<file path="src/source/led_driver_params.svh">
`ifndef LED_DRIVER_PARAMS_SVH
`define LED_DRIVER_PARAMS_SVH

// Chips on the bank, one SIN line each
`define LED_NUM_CHANNELS 30
// Bits per channel word and per function-control word
`define LED_WORD_BITS 48
// Clk cycles per shift enable, any value from 1 up
`define LED_CLK_DIV 2

// Enabled cycles of blanking ahead of every multiplex line
`define LED_BLANKING_TIME 72
// WRTGS segments per line and lines per slice
`define LED_SEGMENTS_PER_LINE 10
`define LED_LINES_PER_SLICE 8
// GCLK pulses given out while idling between slices
`define LED_GCLK_IDLE 512

// Function-control word loaded at reset
`define LED_DEFAULT_CONF 48'h0001_5A00_3C3F

`endif
</file>
<file path="src/source/led_driver_pkg.sv">
`default_nettype none

`include "led_driver_params.svh"

package led_driver_pkg;

   // One channel word, also the width of the function-control word
   typedef logic [`LED_WORD_BITS-1:0] word_t;

   // Index of one chip in the chain
   typedef logic [$clog2(`LED_NUM_CHANNELS)-1:0] chan_idx_t;

   // Chip command sequencer states
   // STALL is the reset state, the chips are unconfigured there
   typedef enum logic [3:0] {
      STALL,
      PREPARE_CONFIG,
      CONFIG,
      BLANKING,
      SHIFT_REGISTER,
      PAUSE_SCLK,
      PREPARE_DUMP_CONFIG,
      DUMP_CONFIG,
      WRTFC_TIMING,
      WAIT_FOR_NEXT_SLICE
   } seq_state_t;

endpackage

`default_nettype wire

</file>
<file path="src/source/led_driver_top.sv">
`timescale 1ns/1ns
`default_nettype none

`include "led_driver_params.svh"

module led_driver_top (
   input wire clk,
   input wire nrst,
   input wire wr_en,
   input wire led_driver_pkg::chan_idx_t wr_chan,
   input wire led_driver_pkg::word_t wr_data,
   input wire conf_wr,
   input wire led_driver_pkg::word_t conf_data,
   input wire position_sync,
   output logic driver_sclk,
   output logic driver_gclk,
   output logic driver_lat,
   output logic [`LED_NUM_CHANNELS-1:0] drivers_sin,
   output logic column_ready
);

   logic clk_enable;
   logic new_configuration_ready;
   led_driver_pkg::word_t serialized_conf;
   led_driver_pkg::word_t data_in [`LED_NUM_CHANNELS];

   // Shift rate for the whole chain
   shift_enable_gen u_shift_enable_gen (
      .clk (clk),
      .nrst (nrst),
      .clk_enable (clk_enable)
   );

   driver_config_reg u_driver_config_reg (
      .clk (clk),
      .nrst (nrst),
      .clk_enable (clk_enable),
      .conf_wr (conf_wr),
      .conf_data (conf_data),
      .serialized_conf (serialized_conf),
      .new_configuration_ready (new_configuration_ready)
   );

   // Bank swap driven back from the sequencer
   column_buffer u_column_buffer (
      .clk (clk),
      .nrst (nrst),
      .clk_enable (clk_enable),
      .wr_en (wr_en),
      .wr_chan (wr_chan),
      .wr_data (wr_data),
      .column_ready (column_ready),
      .data_in (data_in)
   );

   driver_sequencer u_driver_sequencer (
      .clk (clk),
      .clk_enable (clk_enable),
      .nrst (nrst),
      .position_sync (position_sync),
      .serialized_conf (serialized_conf),
      .data_in (data_in),
      .new_configuration_ready (new_configuration_ready),
      .driver_sclk (driver_sclk),
      .driver_gclk (driver_gclk),
      .driver_lat (driver_lat),
      .drivers_sin (drivers_sin),
      .column_ready (column_ready)
   );

endmodule

`default_nettype wire

</file>
<file path="src/source/driver_sequencer.sv">
`timescale 1ns/1ns
`default_nettype none

`include "led_driver_params.svh"

module driver_sequencer (
   input wire clk,
   input wire clk_enable,
   input wire nrst,
   input wire position_sync,
   input wire led_driver_pkg::word_t serialized_conf,
   input wire led_driver_pkg::word_t data_in [`LED_NUM_CHANNELS],
   input wire new_configuration_ready,
   output logic driver_sclk,
   output logic driver_gclk,
   output logic driver_lat,
   output logic [`LED_NUM_CHANNELS-1:0] drivers_sin,
   output logic column_ready
);

   // Counter has to reach one past the idle GCLK run
   localparam int CNT_W = $clog2(`LED_GCLK_IDLE + 2);

   // Latch command lengths in SCLK edges
   localparam int WRTFC_LEN = 5;
   localparam int LATGS_LEN = 3;

   localparam logic [CNT_W-1:0] PREP_CFG_LAST = CNT_W'(14);
   localparam logic [CNT_W-1:0] CFG_LAST = CNT_W'(`LED_WORD_BITS);
   localparam logic [CNT_W-1:0] CFG_LAT_FIRST = CNT_W'(`LED_WORD_BITS + 1 - WRTFC_LEN);
   localparam logic [CNT_W-1:0] WRTFC_LAST = CNT_W'(5);
   localparam logic [CNT_W-1:0] PREP_DUMP_LAST = CNT_W'(10);
   localparam logic [CNT_W-1:0] DUMP_LAST = CNT_W'(`LED_WORD_BITS + 4);
   localparam logic [CNT_W-1:0] DUMP_PAUSE = CNT_W'(5);
   localparam logic [CNT_W-1:0] BLANK_LAST = CNT_W'(`LED_BLANKING_TIME - 1);
   localparam logic [CNT_W-1:0] BIT_LAST = CNT_W'(`LED_WORD_BITS - 1);
   localparam logic [CNT_W-1:0] LATGS_FIRST = CNT_W'(`LED_WORD_BITS - LATGS_LEN);
   localparam logic [CNT_W-1:0] IDLE_GCLK = CNT_W'(`LED_GCLK_IDLE);
   localparam logic [CNT_W-1:0] IDLE_LAST = CNT_W'(`LED_GCLK_IDLE + 1);
   localparam logic [3:0] SEG_LAST = 4'(`LED_SEGMENTS_PER_LINE - 1);
   localparam logic [2:0] LINE_LAST = 3'(`LED_LINES_PER_SLICE - 1);

   // Pixel order per chip layout, entry 15 first, holds an LED number
   // Layout 0 is the UB*D0/UB*D2 routing, layout 1 is UB*D1
   localparam logic [15:0][3:0] LUT0_RG = '{
      4'd6, 4'd7, 4'd9, 4'd8, 4'd10, 4'd11, 4'd13, 4'd12,
      4'd14, 4'd15, 4'd1, 4'd0, 4'd2, 4'd3, 4'd5, 4'd4};
   localparam logic [15:0][3:0] LUT0_B = '{
      4'd8, 4'd9, 4'd14, 4'd15, 4'd12, 4'd13, 4'd2, 4'd3,
      4'd0, 4'd1, 4'd6, 4'd7, 4'd4, 4'd5, 4'd10, 4'd11};
   localparam logic [15:0][3:0] LUT1_RG = '{
      4'd2, 4'd3, 4'd5, 4'd4, 4'd6, 4'd7, 4'd9, 4'd8,
      4'd10, 4'd11, 4'd13, 4'd12, 4'd14, 4'd15, 4'd1, 4'd0};
   localparam logic [15:0][3:0] LUT1_B = '{
      4'd0, 4'd1, 4'd6, 4'd7, 4'd4, 4'd5, 4'd9, 4'd11,
      4'd8, 4'd10, 4'd14, 4'd15, 4'd12, 4'd13, 4'd2, 4'd3};

   led_driver_pkg::seq_state_t state;
   logic [CNT_W-1:0] state_cnt;
   logic [3:0] wrtgs_cnt;
   logic [2:0] mux_cnt;
   logic [1:0] rgb_idx;
   logic [3:0] led_idx;
   logic [3:0] led_rev;
   logic [5:0] bit_sel0;
   logic [5:0] bit_sel1;
   logic [5:0] conf_idx;
   logic restart;

   // New configuration only breaks in while streaming or idling
   assign restart = new_configuration_ready &&
      (state == led_driver_pkg::BLANKING || state == led_driver_pkg::WAIT_FOR_NEXT_SLICE ||
       state == led_driver_pkg::PAUSE_SCLK || state == led_driver_pkg::SHIFT_REGISTER);

   always_ff @(posedge clk or negedge nrst) begin
      if (!nrst) begin
         state <= led_driver_pkg::STALL;
         state_cnt <= '0;
         wrtgs_cnt <= '0;
         mux_cnt <= '0;
         rgb_idx <= '0;
         led_idx <= '0;
      end else if (clk_enable) begin
         state_cnt <= state_cnt + 1'b1;
         case (state)
            led_driver_pkg::STALL: begin
               state <= led_driver_pkg::PREPARE_CONFIG;
               state_cnt <= '0;
            end
            // FCWRTEN, 15 edges under LAT
            led_driver_pkg::PREPARE_CONFIG: begin
               if (state_cnt == PREP_CFG_LAST) begin
                  state <= led_driver_pkg::CONFIG;
                  state_cnt <= '0;
               end
            end
            // One quiet cycle, then the word
            led_driver_pkg::CONFIG: begin
               if (state_cnt == CFG_LAST) begin
                  state <= led_driver_pkg::WRTFC_TIMING;
                  state_cnt <= '0;
               end
            end
            led_driver_pkg::WRTFC_TIMING: begin
               if (state_cnt == WRTFC_LAST) begin
                  state <= led_driver_pkg::PREPARE_DUMP_CONFIG;
                  state_cnt <= '0;
               end
            end
            // READFC, 11 edges under LAT
            led_driver_pkg::PREPARE_DUMP_CONFIG: begin
               if (state_cnt == PREP_DUMP_LAST) begin
                  state <= led_driver_pkg::DUMP_CONFIG;
                  state_cnt <= '0;
               end
            end
            led_driver_pkg::DUMP_CONFIG: begin
               if (state_cnt == DUMP_LAST) begin
                  state <= led_driver_pkg::WAIT_FOR_NEXT_SLICE;
                  state_cnt <= '0;
               end
            end
            led_driver_pkg::BLANKING: begin
               wrtgs_cnt <= '0;
               rgb_idx <= '0;
               led_idx <= '0;
               if (state_cnt == BLANK_LAST) begin
                  state <= led_driver_pkg::PAUSE_SCLK;
                  state_cnt <= '0;
               end
            end
            led_driver_pkg::PAUSE_SCLK: begin
               state <= led_driver_pkg::SHIFT_REGISTER;
               state_cnt <= '0;
            end
            led_driver_pkg::SHIFT_REGISTER: begin
               if (state_cnt == BIT_LAST) begin
                  state_cnt <= '0;
                  wrtgs_cnt <= wrtgs_cnt + 1'b1;
                  state <= led_driver_pkg::PAUSE_SCLK;
                  if (wrtgs_cnt == SEG_LAST) begin
                     wrtgs_cnt <= '0;
                     mux_cnt <= mux_cnt + 1'b1;
                     state <= led_driver_pkg::BLANKING;
                     if (mux_cnt == LINE_LAST) begin
                        mux_cnt <= '0;
                        state <= led_driver_pkg::WAIT_FOR_NEXT_SLICE;
                     end
                  end
               end
               // Three colour bits per LED, 16 LEDs per segment
               rgb_idx <= rgb_idx + 1'b1;
               if (rgb_idx == 2'd2) begin
                  rgb_idx <= '0;
                  led_idx <= led_idx + 1'b1;
               end
            end
            led_driver_pkg::WAIT_FOR_NEXT_SLICE: begin
               // Saturates just past the idle GCLK run
               if (state_cnt == IDLE_LAST) begin
                  state_cnt <= state_cnt;
               end
               if (position_sync) begin
                  state <= led_driver_pkg::BLANKING;
                  state_cnt <= '0;
               end
            end
            default: begin
               state <= led_driver_pkg::STALL;
               state_cnt <= '0;
            end
         endcase

         if (restart) begin
            state <= led_driver_pkg::PREPARE_CONFIG;
            state_cnt <= '0;
            wrtgs_cnt <= '0;
            mux_cnt <= '0;
            rgb_idx <= '0;
            led_idx <= '0;
         end
      end
   end

   // SCLK and GCLK are gated copies of the shift enable
   always_comb begin
      driver_sclk = 1'b0;
      driver_gclk = 1'b0;
      case (state)
         led_driver_pkg::CONFIG: driver_sclk = clk_enable && (state_cnt != '0);
         led_driver_pkg::WRTFC_TIMING: driver_sclk = 1'b0;
         led_driver_pkg::DUMP_CONFIG: driver_sclk = clk_enable && (state_cnt >= DUMP_PAUSE);
         led_driver_pkg::WAIT_FOR_NEXT_SLICE: driver_gclk = clk_enable && (state_cnt < IDLE_GCLK);
         led_driver_pkg::BLANKING: driver_gclk = clk_enable && (state_cnt != '0);
         led_driver_pkg::PAUSE_SCLK: driver_gclk = clk_enable;
         led_driver_pkg::SHIFT_REGISTER: begin
            driver_sclk = clk_enable;
            driver_gclk = clk_enable;
         end
         // STALL and both PREPARE states clock the latch commands
         default: driver_sclk = clk_enable;
      endcase
   end

   // LAT moves on the falling edge for hold margin after SCLK
   always_ff @(negedge clk or negedge nrst) begin
      if (!nrst) begin
         driver_lat <= 1'b0;
      end else begin
         case (state)
            led_driver_pkg::PREPARE_CONFIG, led_driver_pkg::PREPARE_DUMP_CONFIG: begin
               driver_lat <= 1'b1;
            end
            // WRTFC over the last five bits
            led_driver_pkg::CONFIG: driver_lat <= (state_cnt >= CFG_LAT_FIRST);
            // WRTGS on the last bit, LATGS closing the tenth segment
            led_driver_pkg::SHIFT_REGISTER: begin
               driver_lat <= (state_cnt == BIT_LAST) ||
                  (state_cnt >= LATGS_FIRST && wrtgs_cnt == SEG_LAST);
            end
            default: driver_lat <= 1'b0;
         endcase
      end
   end

   // Data bit picks, blue table on colour 0
   assign led_rev = 4'd15 - led_idx;
   always_comb begin
      if (rgb_idx == 2'd0) begin
         bit_sel0 = 6'(3 * LUT0_B[led_rev]);
         bit_sel1 = 6'(3 * LUT1_B[led_rev]);
      end else begin
         bit_sel0 = 6'(3 * LUT0_RG[led_rev] + rgb_idx);
         bit_sel1 = 6'(3 * LUT1_RG[led_rev] + rgb_idx);
      end
   end

   // Config word goes out MSB first from the second CONFIG cycle
   assign conf_idx = 6'(`LED_WORD_BITS) - state_cnt[5:0];

   always_comb begin
      drivers_sin = '0;
      case (state)
         led_driver_pkg::CONFIG: begin
            if (state_cnt != '0) begin
               drivers_sin = {`LED_NUM_CHANNELS{serialized_conf[conf_idx]}};
            end
         end
         led_driver_pkg::SHIFT_REGISTER: begin
            // Chips 10 to 19 sit on layout 0
            for (int i = 0; i < `LED_NUM_CHANNELS; i++) begin
               if (i >= 10 && i < 20) begin
                  drivers_sin[i] = data_in[i][bit_sel0];
               end else begin
                  drivers_sin[i] = data_in[i][bit_sel1];
               end
            end
         end
         default: drivers_sin = '0;
      endcase
   end

   // End of each line, and once while idling for the bank that waits
   assign column_ready =
      (state == led_driver_pkg::SHIFT_REGISTER && wrtgs_cnt == SEG_LAST &&
       state_cnt == BIT_LAST) ||
      (state == led_driver_pkg::WAIT_FOR_NEXT_SLICE && state_cnt == IDLE_GCLK);

   // Falling-edge LAT lines up with the state it was computed from
   a_lat_blank: assert property (@(posedge clk) disable iff (!nrst)
      state == led_driver_pkg::BLANKING |-> !driver_lat);

   a_wrtfc_quiet: assert property (@(posedge clk) disable iff (!nrst)
      state == led_driver_pkg::WRTFC_TIMING |-> !driver_sclk && !driver_gclk);

endmodule

`default_nettype wire

</file>
<file path="src/source/column_buffer.sv">
`timescale 1ns/1ns
`default_nettype none

`include "led_driver_params.svh"

module column_buffer (
   input wire clk,
   input wire nrst,
   input wire clk_enable,
   input wire wr_en,
   input wire led_driver_pkg::chan_idx_t wr_chan,
   input wire led_driver_pkg::word_t wr_data,
   input wire column_ready,
   output led_driver_pkg::word_t data_in [`LED_NUM_CHANNELS]
);

   // Two banks, one shown to the sequencer and one filled by the host
   led_driver_pkg::word_t bank_mem [2][`LED_NUM_CHANNELS];

   // Selects the front bank, the back bank is its complement
   logic front_sel;
   logic back_sel;

   assign back_sel = ~front_sel;

   // Swap only on the enabled cycle the sequencer flags column_ready
   always_ff @(posedge clk or negedge nrst) begin
      if (!nrst) begin
         front_sel <= 1'b0;
      end else if (column_ready && clk_enable) begin
         front_sel <= ~front_sel;
      end
   end

   // Host writes land in the back bank
   always_ff @(posedge clk) begin
      if (wr_en) begin
         bank_mem[back_sel][wr_chan] <= wr_data;
      end
   end

   // Front bank straight to the sequencer
   always_comb begin
      for (int i = 0; i < `LED_NUM_CHANNELS; i++) begin
         data_in[i] = bank_mem[front_sel][i];
      end
   end

   // Host must stay inside the chain
   a_chan_range: assert property (@(posedge clk) disable iff (!nrst)
      wr_en |-> (wr_chan < `LED_NUM_CHANNELS));

endmodule

`default_nettype wire

</file>
<file path="src/source/driver_config_reg.sv">
`timescale 1ns/1ns
`default_nettype none

`include "led_driver_params.svh"

module driver_config_reg (
   input wire clk,
   input wire nrst,
   input wire clk_enable,
   input wire conf_wr,
   input wire led_driver_pkg::word_t conf_data,
   output led_driver_pkg::word_t serialized_conf,
   output logic new_configuration_ready
);

   led_driver_pkg::word_t conf_q;
   logic pending;

   // Function-control word, host write takes it over on the next edge
   always_ff @(posedge clk or negedge nrst) begin
      if (!nrst) begin
         conf_q <= `LED_DEFAULT_CONF;
      end else if (conf_wr) begin
         conf_q <= conf_data;
      end
   end

   // Pending flag starts set so the default word goes out at boot
   // A write landing on an enabled cycle keeps it armed for the next one
   always_ff @(posedge clk or negedge nrst) begin
      if (!nrst) begin
         pending <= 1'b1;
      end else if (conf_wr) begin
         pending <= 1'b1;
      end else if (clk_enable) begin
         pending <= 1'b0;
      end
   end

   // Pulse lines up with the enable so the sequencer cannot miss it
   assign new_configuration_ready = pending & clk_enable;
   assign serialized_conf = conf_q;

endmodule

`default_nettype wire

</file>
<file path="src/source/shift_enable_gen.sv">
`timescale 1ns/1ns
`default_nettype none

`include "led_driver_params.svh"

module shift_enable_gen (
   input wire clk,
   input wire nrst,
   output logic clk_enable
);

   // Counter needs at least one bit even when dividing by one
   localparam int CNT_W = (`LED_CLK_DIV > 1) ? $clog2(`LED_CLK_DIV) : 1;
   localparam logic [CNT_W-1:0] CNT_LAST = CNT_W'(`LED_CLK_DIV - 1);

   logic [CNT_W-1:0] div_cnt;

   // Strobe on wrap, first one comes LED_CLK_DIV cycles out of reset
   always_ff @(posedge clk or negedge nrst) begin
      if (!nrst) begin
         div_cnt <= '0;
         clk_enable <= 1'b0;
      end else if (div_cnt == CNT_LAST) begin
         div_cnt <= '0;
         clk_enable <= 1'b1;
      end else begin
         div_cnt <= div_cnt + 1'b1;
         clk_enable <= 1'b0;
      end
   end

   // With a real divider the strobe is a single cycle wide
   a_single_strobe: assert property (@(posedge clk) disable iff (!nrst)
      (`LED_CLK_DIV > 1) && clk_enable |=> !clk_enable);

endmodule

`default_nettype wire

</file>
<file path="config.mk">
export PLATFORM = sky130hd
export DESIGN_NAME = led_driver_top
export DESIGN_NICKNAME = d
export VERILOG_FILES = /design/src/source/led_driver_pkg.sv /design/src/source/led_driver_top.sv /design/src/source/driver_sequencer.sv /design/src/source/column_buffer.sv /design/src/source/driver_config_reg.sv /design/src/source/shift_enable_gen.sv
export VERILOG_INCLUDE_DIRS = /design/src /design/src/source
export SDC_FILE = /design/constraint.sdc
export NUM_CORES = 2
export LEC_CHECK = 0
export CAP_MARGIN = 10
export CORE_ASPECT_RATIO = 0.75
export CORE_MARGIN = 2
export CORE_UTILIZATION = 25
export CTS_CLUSTER_SIZE = 24
export DETAILED_ROUTE_END_ITERATION = 10
export DONT_BUFFER_PORTS = 1
export PLACE_DENSITY_LB_ADDON = 0.2
export SYNTH_ARGS = -nofsm -noshare
export SYNTH_HDL_FRONTEND = slang
export SYNTH_SLANG_ARGS = --single-unit
</file>
<file path="constraint.sdc">
create_clock -name clk -period 17.5 [get_ports clk]
set_input_delay 5.25 -clock clk [delete_from_list [all_inputs] [get_ports clk]]
set_output_delay 5.25 -clock clk [all_outputs]
set_load 0.03 [all_outputs]
</file>
==> impl_metrics.csv <==
group,metric,value,unit
layout,finish.utilization,0.289,
status,status,"completed",
layout,final_common_cell,"edfxtp_1",
yosys,synth_edf_count,2880,
power_and_ir_drop,power_frac_clock,0.359,
die,row_count,217,
power_and_ir_drop,pwr_density_cell,133,nW/µm²
placement,port_buffers,0,
sta,hold_viol,0,
critical_path,worstRegToRegCells,9,
power_and_ir_drop,p_comb_frac,0.200,
power_and_ir_drop,max-vdd-ir-drop,0.104,mV
clock_network,post_cts.repair.setup_buffers,0,
sta,skew,0.106,ns
worst_hold_path,hold_path_class,"reg -> reg",
placement,gp_congestion,0.770,
yosys,synth_cells,6694,
power_and_ir_drop,p_seq_frac,0.441,
critical_path,worstSetupStartpointType,"flop",
sta,finalSetupTns,0,ns
sta,rsz0062_at_grt,"no",
yosys,ys_warn_count,0,
route,dr.first_iter.drc_count,10362,
die,die_w,792,µm
critical_path,cp-startpoint,"u_driver_sequencer.driver_lat",
yosys,syn_area_per_cell,17.4,µm²
route,wl_per_cell,31.2,µm
critical_path,critical_path_depth,0,
clock_network,cts_tree,"built",
sta,slew_headroom,0.0842,
placement,hpwl,209,mm
die,die_area,472000,µm²
yosys,synth_nets,6837,
route,routed-via-count,66421,
yosys,async_flop_share,0.0270,
critical_path,worstPathRequired,12.25,ns
power_and_ir_drop,power.leakage,41.0,nW
power_and_ir_drop,p_switching,0.00544,W
layout,fill_cells,45879,
critical_path,r2r-start,"u_driver_sequencer.state_cnt[0]",
sta,setup_violations,0,
yosys,yosysSeqAreaShare,0.759,
die,die_height,595,µm
power_and_ir_drop,swShare,0.304,
sta,tightest_slew,1.36,ns
run,cap_viol_max_count,0,
critical_path,worstPathArrival,10.15,ns
layout,layout_common_cells,"edfxtp_1, nand2_1, mux4_2, nand3_1, clkbuf_16",
yosys,ys.flop_type,"edfxtp_1",
clock_network,clock-sinks,2960,
clock_network,hold_buffers,0,
route,dr.pass1.iters,6,
global_route,grt_start_max_net_pins,132,
critical_path,path_max_fanout,1,
global_route,antenna_found_initial,55,
die,io_pins,140,
placement,place_area,125000,µm²
route,drc,0,
layout,final_nets,6967,
die,fp.coreArea,465000,µm²
clock_network,cts_made_buffers,313,
sta,slew_viol_final,0,
clock_network,cts_max_path_buffers,4,
clock_network,clk_latency,0.97,ns
yosys,syn_area,117000,µm²
critical_path,reg2reg_setup_slack,5.88,ns
layout,fin_area,135000,µm²
yosys,synth_seq_cells,2960,
global_route,grt_pass1_wl,566,mm
clock_network,ctsHtreeMaxLevel,5,
power_and_ir_drop,p_int,0.0124,W
global_route,grt_pass1_vias,65466,
critical_path,path_class,"reg -> out",
critical_path,r2r-end,"u_driver_sequencer.driver_lat",
route,vias_per_cell,4.99,
critical_path,end_kind,"primary output",
clock_network,path_clk_slew,0.06,ns
route,routed_wl,415,mm
global_route,track_usage,0.172,
clock_network,cts_root_buf,"clkbuf_16",
yosys,ys_types,92,
global_route,grt-ovfl-total,0,
route,ant_nets,0,
die,start_util,0.251,
critical_path,worstSetupEndpoint,"driver_lat",
layout,area_delta_synth_final,15.5,%
layout,drive_gt1_frac,0.173,
clock_network,cts-resized-gates,0,
Yosys cell counts (all sizes together), types with 11 or more instances:
cell type     n  area [µm²]
dfstp        16         420
a21oi       159         800
nor3         58         290
o21ai        89         453
o22ai        67         425
mux4        429        9690
a2111oi      15         133
xnor2        15         131
nor2        164         631
and3         62         388
mux2         54         608
nand3       342        1710
clkbuf      142         533
nand4        51         319
a22oi        42         315
o221ai       11        96.3
nor4         24         156
a211o        11        96.3
nand2      1042        3910
inv          30         113
dfrtp        63        1580
a31oi       104         651
buf         244        1270
a32oi        68         596
a311oi       27         236
mux2i       205        2050
ha           32         400
a211oi       69         518
edfxtp     2880       86500
layer usage:
layer  vias to the layer above  GRT usage  wire, µm
li1                      27010          -         -
met1                     35843      0.252    183000
met2                      3077      0.267    189000
met3                       489     0.0270     34200
met4                         2     0.0376      9340
met5                         -          0        13
worst min path at each step:
stage,startpoint,end,slack (ns),cells past startpoint
2_1_floorplan,u_shift_enable_gen.div_cnt,u_shift_enable_gen.clk_enable,0.35,0
3_3_place_gp,u_shift_enable_gen.div_cnt,u_shift_enable_gen.clk_enable,0.36,0
3_5_place_dp,u_shift_enable_gen.div_cnt,u_shift_enable_gen.clk_enable,0.36,0
4_1_cts,u_shift_enable_gen.div_cnt,u_shift_enable_gen.clk_enable,0.38,0
5_1_grt,u_shift_enable_gen.div_cnt,u_shift_enable_gen.clk_enable,0.40,0
6_report,u_shift_enable_gen.div_cnt,u_shift_enable_gen.clk_enable,0.38,0
final cells by class:
cell class,count,area (µm²),area share
timing repair buffer,201,1650,0.0123
antenna,19,47.5,0.000353
clock buffer,394,8300,0.0616
multi-input combinational,3318,26900,0.200
tap,6241,7810,0.0580
inverter,30,113,0.000837
clock inverter,159,1290,0.00960
sequential,2960,88500,0.657
kinds of logic (layout without fill, tap and decap cells):
| logic type | Yosys count | count (layout) | share of synthesized area |
|---|---|---|---|
| flops | 2960 | 2960 | 0.759 |
| simple gates | 1807 | 1807 | 0.0675 |
| compound gates | 769 | 769 | 0.0450 |
| mux | 688 | 688 | 0.106 |
| buf+inv | 416 | 784 | 0.0164 |
| fa+ha+maj | 37 | 37 | 0.00429 |
| xor+xnor | 17 | 17 | 0.00128 |
| other cells | 0 | 19 | 0 |
sequential cells by signal, indices dropped and copies added (netlist names):
name,count
u_driver_config_reg.pending,1
u_driver_sequencer.wrtgs_cnt,4
u_driver_sequencer.driver_lat,1
u_driver_sequencer.led_idx,4
u_shift_enable_gen.clk_enable,1
u_driver_sequencer.state,4
u_shift_enable_gen.div_cnt,1
u_driver_config_reg.serialized_conf,48
u_column_buffer.bank_mem,2880
u_driver_sequencer.mux_cnt,3
u_column_buffer.front_sel,1
u_driver_sequencer.rgb_idx,2
u_driver_sequencer.state_cnt,10
power by group through the flow:
stage	Sequential, W	Clock [W]	Combinational [W]
after floorplan	0.00801	0	0.00209
after global placement	0.00804	0	0.00358
after detailed placement	0.00804	0	0.00358
after CTS	0.00789	0.00657	0.00359
after global routing	0.00789	0.00682	0.00378
final	0.00789	0.00641	0.00358
stage by stage:
step	worst slack [ns]	power [W]	hold slack, ns	cells
after floorplan	2.97	0.0101	0.354	6694
after global placement	2.96	0.0116	0.361	12746
after detailed placement	2.96	0.0116	0.364	12749
after CTS	2.02	0.0180	0.379	13302
after global routing	2.04	0.0185	0.405	13308
final	2.10	0.0179	0.379	13322
Power figures use the tool's default switching activity.
